<file path="src/hw/mc_xbar_params.svh">
// array size, coordinate widths, packet field widths and FIFO depths of the crossbar fanout
`ifndef MC_XBAR_PARAMS_SVH
`define MC_XBAR_PARAMS_SVH

// tile array
`define MC_NUM_TILES_X 2
`define MC_NUM_TILES_Y 2

// coordinate fields, x in the low bits and y right above it
`define MC_X_CORD_WIDTH 3
`define MC_Y_CORD_WIDTH 3

// packet payload
`define MC_ADDR_WIDTH 8
`define MC_DATA_WIDTH 16

// host position
`define MC_HOST_X_CORD 0
`define MC_HOST_Y_CORD 0

// hops spanned by one horizontal ruche link
`define MC_RUCHE_FACTOR_X 3

// buffer depths
`define MC_INPUT_FIFO_ELS 2
`define MC_FIFO_ELS 4

`endif
</file>
<file path="src/hw/mc_xbar_pkg.sv">
// package with output count, packet width, output index bases and the ruche route delay function
`default_nettype none

`include "mc_xbar_params.svh"

package mc_xbar_pkg;

  // host, then tiles row by row, then north and south edge channels
  localparam int num_out_lc = 1 + (`MC_NUM_TILES_X * `MC_NUM_TILES_Y) + (2 * `MC_NUM_TILES_X);

  localparam int packet_width_lc = `MC_ADDR_WIDTH + `MC_DATA_WIDTH
                                 + `MC_X_CORD_WIDTH + `MC_Y_CORD_WIDTH;

  localparam int tile_base_lc  = 1;
  localparam int north_base_lc = tile_base_lc + (`MC_NUM_TILES_X * `MC_NUM_TILES_Y);
  localparam int south_base_lc = north_base_lc + `MC_NUM_TILES_X;

  // cycles a ruche network needs between two positions, never below 1
  function automatic int route_delay(input int src_x, input int src_y,
                                     input int dst_x, input int dst_y);
    int dx;
    int dy;
    int hx;
    int total;
    dx = (dst_x > src_x) ? (dst_x - src_x) : (src_x - dst_x);
    dy = (dst_y > src_y) ? (dst_y - src_y) : (src_y - dst_y);
    // an exact multiple ends on a ruche link, so the last link counts as its length
    if ((dx != 0) && ((dx % `MC_RUCHE_FACTOR_X) == 0)) begin
      hx = ((dx - `MC_RUCHE_FACTOR_X) / `MC_RUCHE_FACTOR_X) + `MC_RUCHE_FACTOR_X;
    end else begin
      hx = (dx / `MC_RUCHE_FACTOR_X) + (dx % `MC_RUCHE_FACTOR_X);
    end
    total = dy + hx;
    if (total < 1) begin
      total = 1;
    end
    return total;
  endfunction

endpackage

`default_nettype wire

</file>
<file path="src/hw/mc_xbar_fanout.sv">
// crossbar fanout top with input FIFO, destination decode, steering and per-output delay FIFOs
`default_nettype none

`include "mc_xbar_params.svh"

module mc_xbar_fanout #(
  parameter int global_x_p = 0,
  parameter int global_y_p = 2
) (
  input  wire logic                                   clk_i,
  input  wire logic                                   rst_n_i,

  input  wire logic                                   v_i,
  input  wire logic [mc_xbar_pkg::packet_width_lc-1:0] packet_i,
  output logic                                        ready_o,

  output logic      [mc_xbar_pkg::num_out_lc-1:0]     v_o,
  output logic      [mc_xbar_pkg::num_out_lc-1:0][mc_xbar_pkg::packet_width_lc-1:0] packet_o,
  input  wire logic [mc_xbar_pkg::num_out_lc-1:0]     yumi_i
);
  import mc_xbar_pkg::*;

  localparam int nx_lp     = `MC_NUM_TILES_X;
  localparam int ny_lp     = `MC_NUM_TILES_Y;
  localparam int cord_w_lp = `MC_X_CORD_WIDTH + `MC_Y_CORD_WIDTH;

  logic                       in_v;
  logic                       in_yumi;
  logic [packet_width_lc-1:0] in_packet;
  logic [num_out_lc-1:0]      sel_one_hot;
  logic [num_out_lc-1:0]      fifo_v;
  logic [num_out_lc-1:0]      fifo_ready;

  mc_input_fifo u_in_fifo (
    .clk_i   (clk_i),
    .rst_n_i (rst_n_i),
    .v_i     (v_i),
    .data_i  (packet_i),
    .ready_o (ready_o),
    .v_o     (in_v),
    .data_o  (in_packet),
    .yumi_i  (in_yumi)
  );

  mc_coord_translate u_translate (
    .cord_i        (in_packet[cord_w_lp-1:0]),
    .sel_one_hot_o (sel_one_hot)
  );

  // head moves on only when its own output has room
  assign in_yumi = in_v & (|(sel_one_hot & fifo_ready));
  assign fifo_v  = sel_one_hot & {num_out_lc{in_yumi}};

  for (genvar k = 0; k < num_out_lc; k++) begin : g_out
    // column of this output, unused for the host
    localparam int col_lp = (k >= south_base_lc) ? (k - south_base_lc)
                          : (k >= north_base_lc) ? (k - north_base_lc)
                          : (k >= tile_base_lc)  ? ((k - tile_base_lc) % nx_lp)
                          : 0;
    localparam int dst_x_lp = (k == 0) ? nx_lp : (nx_lp + col_lp);
    localparam int dst_y_lp = (k == 0)              ? (ny_lp - 2)
                            : (k >= south_base_lc)  ? (2 * ny_lp)
                            : (k >= north_base_lc)  ? (ny_lp - 1)
                            : (ny_lp + ((k - tile_base_lc) / nx_lp));
    localparam int delay_lp = route_delay(global_x_p, global_y_p, dst_x_lp, dst_y_lp);

    mc_fifo_delay #(
      .delay_p (delay_lp)
    ) u_delay (
      .clk_i   (clk_i),
      .rst_n_i (rst_n_i),
      .v_i     (fifo_v[k]),
      .data_i  (in_packet),
      .ready_o (fifo_ready[k]),
      .v_o     (v_o[k]),
      .data_o  (packet_o[k]),
      .yumi_i  (yumi_i[k])
    );
  end

  // a stalled head is not dropped or replaced before its output takes it
  a_head_held: assert property (@(posedge clk_i) disable iff (!rst_n_i)
                                (in_v && !in_yumi) |=> (in_v && $stable(in_packet)))
    else $error("mc_xbar_fanout: input head changed while stalled");

endmodule

`default_nettype wire

</file>
<file path="src/hw/mc_fifo_delay.sv">
// delay FIFO, the head shows up only delay_p cycles after it was enqueued
`default_nettype none

`include "mc_xbar_params.svh"

module mc_fifo_delay #(
  parameter int delay_p = 1,
  parameter int els_p   = `MC_FIFO_ELS
) (
  input  wire logic                                   clk_i,
  input  wire logic                                   rst_n_i,

  input  wire logic                                   v_i,
  input  wire logic [mc_xbar_pkg::packet_width_lc-1:0] data_i,
  output logic                                        ready_o,

  output logic                                        v_o,
  output logic      [mc_xbar_pkg::packet_width_lc-1:0] data_o,
  input  wire logic                                   yumi_i
);
  import mc_xbar_pkg::*;

  localparam int ptr_w_lp   = (els_p > 1) ? $clog2(els_p) : 1;
  localparam int cnt_w_lp   = $clog2(els_p + 1);
  // one spare bit so an entry's age passes delay_p before it wraps
  localparam int stamp_w_lp = $clog2(delay_p + 1) + 1;

  logic [packet_width_lc-1:0] mem_q   [els_p];
  logic [stamp_w_lp-1:0]      stamp_q [els_p];
  logic [els_p-1:0]           ripe_q;
  logic [els_p-1:0]           ripe_d;
  logic [stamp_w_lp-1:0]      cycle_q;
  logic [ptr_w_lp-1:0]        rd_ptr_q;
  logic [ptr_w_lp-1:0]        wr_ptr_q;
  logic [cnt_w_lp-1:0]        count_q;
  logic [stamp_w_lp-1:0]      head_age;
  logic                       head_ripe;
  logic                       wr_en;
  logic                       rd_en;

  assign head_age  = cycle_q - stamp_q[rd_ptr_q];
  assign head_ripe = ripe_q[rd_ptr_q] | (head_age >= stamp_w_lp'(delay_p));

  assign ready_o = (count_q != cnt_w_lp'(els_p));
  assign v_o     = (count_q != '0) & head_ripe;
  assign data_o  = mem_q[rd_ptr_q];
  assign wr_en   = v_i & ready_o;
  assign rd_en   = yumi_i & v_o;

  // ripe is sticky, so a head that waits long keeps v_o up across a counter wrap
  always_comb begin
    for (int i = 0; i < els_p; i++) begin
      ripe_d[i] = ripe_q[i] | ((cycle_q - stamp_q[i]) >= stamp_w_lp'(delay_p));
    end
    if (wr_en) begin
      ripe_d[wr_ptr_q] = 1'b0;
    end
  end

  always_ff @(posedge clk_i or negedge rst_n_i) begin
    if (!rst_n_i) begin
      cycle_q  <= '0;
      ripe_q   <= '0;
      rd_ptr_q <= '0;
      wr_ptr_q <= '0;
      count_q  <= '0;
    end else begin
      cycle_q <= cycle_q + 1'b1;
      ripe_q  <= ripe_d;
      if (wr_en) begin
        wr_ptr_q <= (wr_ptr_q == ptr_w_lp'(els_p - 1)) ? '0 : wr_ptr_q + 1'b1;
      end
      if (rd_en) begin
        rd_ptr_q <= (rd_ptr_q == ptr_w_lp'(els_p - 1)) ? '0 : rd_ptr_q + 1'b1;
      end
      case ({wr_en, rd_en})
        2'b10:   count_q <= count_q + 1'b1;
        2'b01:   count_q <= count_q - 1'b1;
        default: count_q <= count_q;
      endcase
    end
  end

  // packet and its enqueue stamp
  always_ff @(posedge clk_i) begin
    if (wr_en) begin
      mem_q[wr_ptr_q]   <= data_i;
      stamp_q[wr_ptr_q] <= cycle_q;
    end
  end

  a_yumi_needs_valid: assert property (@(posedge clk_i) disable iff (!rst_n_i) yumi_i |-> v_o)
    else $error("mc_fifo_delay: yumi_i while v_o is low");

  // the steering logic must only write here when this FIFO has room
  a_no_write_full: assert property (@(posedge clk_i) disable iff (!rst_n_i) v_i |-> ready_o)
    else $error("mc_fifo_delay: write while full");

endmodule

`default_nettype wire

</file>
<file path="src/hw/mc_coord_translate.sv">
// destination coordinate decoder to a one-hot output select, host as the default
`default_nettype none

`include "mc_xbar_params.svh"

module mc_coord_translate (
  input  wire logic [`MC_X_CORD_WIDTH+`MC_Y_CORD_WIDTH-1:0] cord_i,
  output logic      [mc_xbar_pkg::num_out_lc-1:0]          sel_one_hot_o
);
  import mc_xbar_pkg::*;

  localparam int nx_lp  = `MC_NUM_TILES_X;
  localparam int ny_lp  = `MC_NUM_TILES_Y;
  localparam int x_w_lp = `MC_X_CORD_WIDTH;
  localparam int y_w_lp = `MC_Y_CORD_WIDTH;

  logic [x_w_lp-1:0]     x_cord;
  logic [y_w_lp-1:0]     y_cord;
  logic [num_out_lc-1:0] sel_map;

  assign x_cord   = cord_i[x_w_lp-1:0];
  assign y_cord   = cord_i[x_w_lp +: y_w_lp];

  // tile columns sit at x in [nx, 2nx)
  always_comb begin
    sel_map = '0;
    for (int c = 0; c < nx_lp; c++) begin
      if (int'(x_cord) == nx_lp + c) begin
        for (int r = 0; r < ny_lp; r++) begin
          if (int'(y_cord) == ny_lp + r) begin
            sel_map[tile_base_lc + c + (r * nx_lp)] = 1'b1;
          end
        end
        // edge channels, one row above and one row below the array
        if (int'(y_cord) == ny_lp - 1) begin
          sel_map[north_base_lc + c] = 1'b1;
        end
        if (int'(y_cord) == 2 * ny_lp) begin
          sel_map[south_base_lc + c] = 1'b1;
        end
      end
    end
  end

  // anything unmapped goes to the host
  assign sel_one_hot_o = (sel_map == '0) ? num_out_lc'(1) : sel_map;

  always_comb begin
    a_sel_one_hot: assert final ($onehot(sel_one_hot_o))
      else $error("mc_coord_translate: select %b is not one-hot", sel_one_hot_o);
  end

endmodule

`default_nettype wire

</file>
<file path="src/hw/mc_input_fifo.sv">
// input packet FIFO, valid/ready on the write side and valid/yumi on the read side
`default_nettype none

`include "mc_xbar_params.svh"

module mc_input_fifo #(
  parameter int els_p = `MC_INPUT_FIFO_ELS
) (
  input  wire logic                                   clk_i,
  input  wire logic                                   rst_n_i,

  input  wire logic                                   v_i,
  input  wire logic [mc_xbar_pkg::packet_width_lc-1:0] data_i,
  output logic                                        ready_o,

  output logic                                        v_o,
  output logic      [mc_xbar_pkg::packet_width_lc-1:0] data_o,
  input  wire logic                                   yumi_i
);
  import mc_xbar_pkg::*;

  localparam int ptr_w_lp = (els_p > 1) ? $clog2(els_p) : 1;
  localparam int cnt_w_lp = $clog2(els_p + 1);

  logic [packet_width_lc-1:0] mem_q [els_p];
  logic [ptr_w_lp-1:0]        rd_ptr_q;
  logic [ptr_w_lp-1:0]        wr_ptr_q;
  logic [cnt_w_lp-1:0]        count_q;
  logic                       wr_en;
  logic                       rd_en;

  // no bypass, a full FIFO stays not ready even while the head leaves
  assign ready_o = (count_q != cnt_w_lp'(els_p));
  assign v_o     = (count_q != '0);
  assign data_o  = mem_q[rd_ptr_q];
  assign wr_en   = v_i & ready_o;
  assign rd_en   = yumi_i & v_o;

  always_ff @(posedge clk_i or negedge rst_n_i) begin
    if (!rst_n_i) begin
      rd_ptr_q <= '0;
      wr_ptr_q <= '0;
      count_q  <= '0;
    end else begin
      if (wr_en) begin
        wr_ptr_q <= (wr_ptr_q == ptr_w_lp'(els_p - 1)) ? '0 : wr_ptr_q + 1'b1;
      end
      if (rd_en) begin
        rd_ptr_q <= (rd_ptr_q == ptr_w_lp'(els_p - 1)) ? '0 : rd_ptr_q + 1'b1;
      end
      case ({wr_en, rd_en})
        2'b10:   count_q <= count_q + 1'b1;
        2'b01:   count_q <= count_q - 1'b1;
        default: count_q <= count_q;
      endcase
    end
  end

  always_ff @(posedge clk_i) begin
    if (wr_en) begin
      mem_q[wr_ptr_q] <= data_i;
    end
  end

  // the consumer may only take a head that is there
  a_yumi_needs_valid: assert property (@(posedge clk_i) disable iff (!rst_n_i) yumi_i |-> v_o)
    else $error("mc_input_fifo: yumi_i while v_o is low");

endmodule

`default_nettype wire

</file>
<file path="config.mk">
export PLATFORM = sky130hd
export DESIGN_NAME = mc_xbar_fanout
export DESIGN_NICKNAME = d
export VERILOG_FILES = /design/src/hw/mc_xbar_pkg.sv /design/src/hw/mc_xbar_fanout.sv /design/src/hw/mc_fifo_delay.sv /design/src/hw/mc_coord_translate.sv /design/src/hw/mc_input_fifo.sv
export VERILOG_INCLUDE_DIRS = /design/src /design/src/hw
export SDC_FILE = /design/constraint.sdc
export NUM_CORES = 1
export LEC_CHECK = 0
export BUFFER_PORTS_ARGS = -buffer_cell sky130_fd_sc_hd__buf_2
export CORE_ASPECT_RATIO = 0.8
export CORE_MARGIN = 1
export CORE_UTILIZATION = 51
export CTS_CLUSTER_SIZE = 25
export DETAILED_ROUTE_END_ITERATION = 12
export GPL_TIMING_DRIVEN = 1
export HOLD_SLACK_MARGIN = 0.06
export PLACE_DENSITY = 0.69
export SLEW_MARGIN = 15
export SYNTH_ARGS = -nofsm -noshare
export SYNTH_HDL_FRONTEND = slang
export SYNTH_SLANG_ARGS = --single-unit
</file>
<file path="constraint.sdc">
create_clock -name clk_i -period 8.7 [get_ports clk_i]
set_input_delay 0 -clock clk_i [delete_from_list [all_inputs] [get_ports clk_i]]
set_output_delay 0 -clock clk_i [all_outputs]
set_load 0.005 [all_outputs]
</file>
**Word level (Yosys, flattened, before mapping)**

Memory sizes are Yosys's and may differ from the RTL's.
Cells that the tools add are included.

- Flip-flop bits (word level): 135
- Memory bits (writable): 1268
- Output and inout port bits: 280
- Memories: 19

- Add/subtract/negate cells: 94
- Magnitude comparators: 72
- Equality and inequality tests: 54
- Muxes and demuxes: 108
- Bitwise logic cells: 95
- Reductions and logical operators: 31

Memory list:

| memory | depth | bits a word | rd ports | clocked after Yosys merged registers in | wr ports | RTL line | RTL |
|---|---|---|---|---|---|---|---|
| g_out[0].u_delay.mem_q | 4 | 30 | 1 | 0 | 1 | mc_fifo_delay.sv:28 | `logic [packet_width_lc-1:0] mem_q [els_p];` |
| g_out[1].u_delay.mem_q | 4 | 30 | 1 | 0 | 1 | mc_fifo_delay.sv:28 |  |
| g_out[2].u_delay.mem_q | 4 | 30 | 1 | 0 | 1 | mc_fifo_delay.sv:28 |  |
| g_out[3].u_delay.mem_q | 4 | 30 | 1 | 0 | 1 | mc_fifo_delay.sv:28 |  |
| g_out[4].u_delay.mem_q | 4 | 30 | 1 | 0 | 1 | mc_fifo_delay.sv:28 |  |
| g_out[5].u_delay.mem_q | 4 | 30 | 1 | 0 | 1 | mc_fifo_delay.sv:28 |  |
| 13 more memories | - | - | - | - | - | - |  |

Operators by type and width:

| cell | count |
|---|---|
| 4-bit by 3-bit >= comparator with 1-bit output (second input constant) | 25 |
| 4-bit subtractor | 25 |
| 3-bit by 2-bit >= comparator with 1-bit output (second input constant) | 20 |
| 3-bit subtractor | 20 |
| 2-bit == test (second input constant) | 28 |
| 2-bit by 3-bit < comparator with 1-bit output (second input constant) | 18 |
| 3-bit case mux with 2 select lines | 9 |
| 1-bit two-way mux | 52 |
| 1-bit OR | 45 |
| 3-bit by 1-bit adder with 3-bit output (second input constant) | 13 |
| 2-bit by 1-bit adder with 2-bit output (second input constant) | 19 |
| 4-bit AND | 9 |
| 2-bit two-way mux | 18 |
| 4-bit two-way mux | 9 |
| 4-bit NOT | 9 |
| 1-bit AND | 30 |
| 3-bit != test (second input constant) | 9 |
| 3-bit nonzero test | 9 |
| 3-bit by 1-bit subtractor with 3-bit output (second input constant) | 9 |
| 2-bit nonzero test | 11 |
| 4-bit by 1-bit adder with 4-bit output (second input constant) | 5 |
| 2-bit by 1-bit == test with 1-bit output (second input constant) | 10 |
| 9-bit AND | 2 |
| 1-bit binary-select mux with 2-bit select | 9 |
| other kinds (12) | 41 |

**Depth between registers and ports, before layout**

An unclocked memory read counts as a cell.

- Word-level depth: 13
- Depth in mapped cells: 16
- Mapped depth without buffers: 15

**By module**

A second synthesis with hierarchy kept.

- Cells, all modules: 2736
- Area total of the unflattened synthesis: 56153.9 µm²

Modules (own cells, without submodules):

| module | instances | cells an instance | area each (µm²) |
|---|---|---|---|
| mc_fifo_delay (g_out[2].u_delay ...) | 3 | 270 | 5796.8 |
| mc_fifo_delay (g_out[4].u_delay ...) | 2 | 303 | 6055.8 |
| mc_fifo_delay (g_out[8].u_delay) | 1 | 309 | 6224.7 |
| mc_fifo_delay (g_out[0].u_delay) | 1 | 302 | 6039.5 |
| mc_fifo_delay (g_out[7].u_delay) | 1 | 302 | 6038.3 |
| mc_fifo_delay (g_out[1].u_delay) | 1 | 265 | 5773.0 |
| mc_input_fifo | 1 | 110 | 2357.3 |
| mc_coord_translate | 1 | 17 | 111.4 |
| mc_xbar_fanout | 1 | 15 | 107.6 |

**Least setup slack after synthesis**

Ideal clock, no wire load.

- Path kind: reg-to-reg
- Start: reg g_out[8].u_delay.rd_ptr_q[0]
- End: reg g_out[8].u_delay.count_q[2]
- Library setup time: 79 ps
- Arrival time: 3790 ps
- Data required time: 8621 ps
- Slack: 4830 ps
- Stages on the path, launching flop included: 16
- Buffers on the path: 2
- Cell sequence: dfrtp_1 -> buf_2 -> buf_1 -> mux4_2 -> ha_1 -> fa_1 -> xnor2_1 -> a21oi_1 -> a211o_1 -> inv_1 -> ha_1 -> inv_1 -> fa_1 -> xor2_1 -> nor2_1 -> xor2_1

- Cells in the longest elaborated chain, start to end: 8

RTL lines:

| item | RTL line | RTL |
|---|---|---|
| start: declaration | mc_fifo_delay.sv:33 | `logic [ptr_w_lp-1:0] rd_ptr_q;` |
| start signal: assignment | mc_fifo_delay.sv:74 | `rd_ptr_q <= (rd_ptr_q == ptr_w_lp'(els_p - 1)) ? '0 : rd_ptr_q + 1'b1;` |
| memory 4 x 4 bit | - |  |
| 4-bit subtractor | mc_fifo_delay.sv:41 | `assign head_age = cycle_q - stamp_q[rd_ptr_q];` |
| 4-bit by 3-bit >= comparator with 1-bit output | mc_fifo_delay.sv:42 | `assign head_ripe = ripe_q[rd_ptr_q] \| (head_age >= stamp_w_lp'(delay_p));` |
| 1-bit OR * | mc_fifo_delay.sv:42 |  |
| 1-bit AND * | mc_fifo_delay.sv:45 | `assign v_o = (count_q != '0) & head_ripe;` |
| 1-bit AND * | mc_fifo_delay.sv:48 | `assign rd_en = yumi_i & v_o;` |
| 2-bit by 1-bit == test with 1-bit output or 2-bit == test (tied branches) | mc_fifo_delay.sv:76 | `case ({wr_en, rd_en})` |
| 3-bit case mux with 2 select lines or 2-bit nonzero test (tied branches) | - |  |
| end signal: assignment | mc_fifo_delay.sv:77 | `2'b10: count_q <= count_q + 1'b1;` |
| end signal: assignment | mc_fifo_delay.sv:78 | `2'b01: count_q <= count_q - 1'b1;` |
| end signal: assignment | mc_fifo_delay.sv:79 | `default: count_q <= count_q;` |
| end: declaration | mc_fifo_delay.sv:35 | `logic [cnt_w_lp-1:0] count_q;` |

Mark *: on every way between the ends. The rest lies on a longest branch, timed or not. The select of a mux whose other input is x is not followed.
A chain may end at the register's enable or synchronous reset.

**Final worst setup path**

- Start: reg g_out[6].u_delay.rd_ptr_q[0]
- End: reg g_out[6].u_delay.count_q[2]

- Cells in the longest elaborated chain, start to end: 8

RTL lines:

| item | RTL line | RTL |
|---|---|---|
| start: declaration | mc_fifo_delay.sv:33 |  |
| start signal: assignment | mc_fifo_delay.sv:74 |  |
| memory 4 x 4 bit | - |  |
| 4-bit subtractor | mc_fifo_delay.sv:41 |  |
| 4-bit by 3-bit >= comparator with 1-bit output | mc_fifo_delay.sv:42 |  |
| 1-bit OR * | mc_fifo_delay.sv:42 |  |
| 1-bit AND * | mc_fifo_delay.sv:45 |  |
| 1-bit AND * | mc_fifo_delay.sv:48 |  |
| via g_out[6].u_delay.rd_en | mc_fifo_delay.sv:39 | `logic rd_en;` |
| 2-bit by 1-bit == test with 1-bit output or 2-bit == test (tied branches) | mc_fifo_delay.sv:76 |  |
| 3-bit case mux with 2 select lines or 2-bit nonzero test (tied branches) | - |  |
| end signal: assignment | mc_fifo_delay.sv:77 |  |
| end signal: assignment | mc_fifo_delay.sv:78 |  |
| end signal: assignment | mc_fifo_delay.sv:79 |  |
| end: declaration | mc_fifo_delay.sv:35 |  |

Mark *: on every way through the listed nets, which the timed path passes. The rest lies on a longest branch. The select of a mux whose other input is x is not followed.

==> flow_summary.ini <==
[outcome]
status = finished, final reports clean

[detailed_routing]
drc = 0
vias_per_cell = 5.73
drt_iter0_drc = 2590
final_antenna_net_count = 0
routed_wl_um = 126000
routedWlPerCell_um = 26.3
vias = 27500
first_pass_iters = 8

[setup_path]
worst_setup_path_start_kind = flop
critical_path_arrival_ns = 4.76
r2r_cells = 15
critPathRequiredTime_ns = 9.37
setup.worst_path.class = reg -> reg
worstPathMaxFanout = 22
critPathCaptureType = flop

[flow_run]
max_cap_viol_count = 0

[timing]
final-setup-viol-count = 0
fmax_ghz = 0.245
worst_pin_slew_ns = 1.20
rsz0062_at_grt = false
hold_violations = 0
slew_headroom_pct = 20.0
drv_slew = 0
finalClockSkew_ns = 0.0277
fin_crit_sh_pct = 47.0
fin_setup_tns_ns = 0
layout_min_cycle_time_ns = 4.09

[power_and_ir_drop]
powerDensity_nw_per_um2 = 317
peakVddDrop_mv = 0.248
leakage_nw = 22.5

[finish]
area_delta_synth_final_pct = 15.3
post-route-util_pct = 59.5
fill_cells = 7825
seqCellArea_um2 = 41500
nets = 3459
final_cells = 4793
drive_above_1_share_pct = 29.0
multi_input_area_um2 = 13500

[logic_synthesis]
synthTopCellsByCount = 1,268 x edfxtp_1, 311 x mux4_2, 181 x inv_1, 139 x ha_1, 135 x dfrtp_1
yosysTopAreaCell = edfxtp_1
synthCells = 2744
synth_most_common_cell = edfxtp_1
synth_area_um2 = 56000
synth_fp_nets = 2959
yosys_warnings = 0
synth_top_cells_by_area = edfxtp_1 68%, mux4_2 13%, dfrtp_1 6.0%
yosysTopAreaCellShare_pct = 68.0
ys_seq_area_share_pct = 74.0
synth-edff-count = 1268
yosysUniqueCellTypes = 53
async_flop_share_pct = 9.62
ys.flop_type = edfxtp_1
avgSynthCellArea_um2 = 20.4
synth-seq-cells = 1403

[floorplan]
die_w_um = 373
ios = 322
die-area_um2 = 111000
core_area_um2 = 109000
rows = 108
die_y_um = 298
start_util_pct = 51.6

[clock_tree]
cts_tree = yes
numCtsBuffers = 138
clk-insertion-delay-late_ns = 0.75
htree_num_levels = 4
cts_setup_buffers = 0
path_clk_slew_ns = 0.06
ctsHoldBuffers = 73
cts.repair.resized = 0
root_buffer = clkbuf_16
cts_buffer_depth = 3
cts.sinks = 1403

[placement]
place_congestion = 0.836
dp_cells = 4459
place_hpwl_um = 74900
portBuffers = 321

[grt]
grt_pass1_vias = 28300
grt_max_degree = 70
grt_pass1_wl_um = 185000
antenna_found_initial = 6
overflow = 0
grt_use_total_pct = 23.2

[worst_hold_path]
hold_path_depth = 4
hold_class = in -> reg
-- metal layers --
layer / vias to the layer above / track usage, % / wire length (µm)
met5: - / 0 / 14
met4: 2 / 7.10 / 3120
met3: 168 / 4.91 / 9350
met2: 953 / 36.2 / 61700
met1: 14500 / 33.1 / 52000
li1: 11800 / - / -
-- power breakdown --
| part | switching [mW] | internal (mW) | leakage (nW) |
|---|---|---|---|
| sequential | 0.409 | 8.61 | 12.9 |
| clock | 2.49 | 3.23 | 2.11 |
| combinational | 3.39 | 2.34 | 7.42 |
-- layout make-up --
| type | count | area share (%) |
|---|---|---|
| antenna | 6 | 0.0232 |
| timing repair buffer | 458 | 4.44 |
| clock inverter | 71 | 1.03 |
| multi-input combinational | 1062 | 20.8 |
| clock buffer | 182 | 5.68 |
| tap | 1430 | 2.77 |
| inverter | 181 | 1.05 |
| sequential | 1403 | 64.2 |
-- metrics by stage --
| stage | power, mW | cell area [µm²] | setup WS, ns | hold slack, ns |
|---|---|---|---|---|
| floorplan | 12.4 | 56000 | 4.83 | -0.296 |
| global placement | 14.7 | 59500 | 4.59 | 0.0835 |
| detailed placement | 15.0 | 59500 | 4.56 | 0.0962 |
| CTS | 20.7 | 64500 | 4.52 | 0.124 |
| global route | 21.3 | 64600 | 4.28 | 0.161 |
| finish | 20.5 | 64600 | 4.61 | 0.180 |
-- cells by family (layout without fill, tap and decap cells) --
logic type,after synthesis,after routing,synth area share [%]
other,0,6,0
buffers and inverters,279,892,1.99
and+or+nand+nor,245,245,2.29
adders and majority gates,173,173,4.32
muxes,386,386,14.0
xor gates and xnor gates,136,136,2.15
AOI/OAI and AO/OA,122,122,1.24
DFF,1403,1403,74.0
-- worst paths after layout --
check                                                              start                                       end  slack, ns
worst min register to register   g_out[1].u_delay.count_q[2]$_DFFE_PN0P_   g_out[1].u_delay.count_q[2]$_DFFE_PN0P_       0.50
worst max register to register  g_out[6].u_delay.rd_ptr_q[0]$_DFFE_PN0P_   g_out[6].u_delay.count_q[2]$_DFFE_PN0P_       4.61
min in group asynchronous                                        rst_n_i     g_out[3].u_delay.cycle_q[2]$_DFF_PN0_       0.43
worst min-delay path                                                 v_i            u_in_fifo.wr_ptr_q$_DFFE_PN0P_       0.18
worst max-delay path            g_out[6].u_delay.rd_ptr_q[0]$_DFFE_PN0P_   g_out[6].u_delay.count_q[2]$_DFFE_PN0P_       4.61
max in group asynchronous                                        rst_n_i  g_out[2].u_delay.rd_ptr_q[0]$_DFFE_PN0P_       7.28
-- state kept, by name, indices dropped and copies added (netlist names) --
register,count
u_in_fifo.wr_ptr_q,1
g_out.u_delay.count_q,27
g_out.u_delay.ripe_q,36
g_out.u_delay.stamp_q,128
g_out.u_delay.wr_ptr_q,18
u_in_fifo.count_q,2
g_out.u_delay.mem_q,1080
u_in_fifo.mem_q,60
g_out.u_delay.cycle_q,32
g_out.u_delay.rd_ptr_q,18
u_in_fifo.rd_ptr_q,1
-- cells in the final DEF, fill, tap and decap left out, types with 62 or more instances in the layout --
master	netlist	final
edfxtp_1	1268	1268
buf_2	16	320
mux4_2	311	311
inv_1	181	179
ha_1	139	139
clkbuf_16	0	138
dfrtp_1	135	125
xnor2_1	88	88
nor2_1	84	83
a21oi_1	79	79
dlygate4sd3_1	0	72
mux2_2	62	62
buf_4	10	62
-- worst max-delay path: stages, from the launching register on --
cell     delay, ns
dfrtp_2       0.69
buf_4         0.51
mux4_2        0.56
inv_1         0.07
ha_1          0.16
xor2_1        0.19
xnor2_1       0.15
o41ai_1       0.13
or3b_1        0.43
inv_1         0.08
ha_1          0.18
inv_1         0.06
fa_1          0.37
xor2_1        0.15
nor2_1        0.11
xor2_1        0.16
Note: power is estimated with default switching activity, not from simulation.
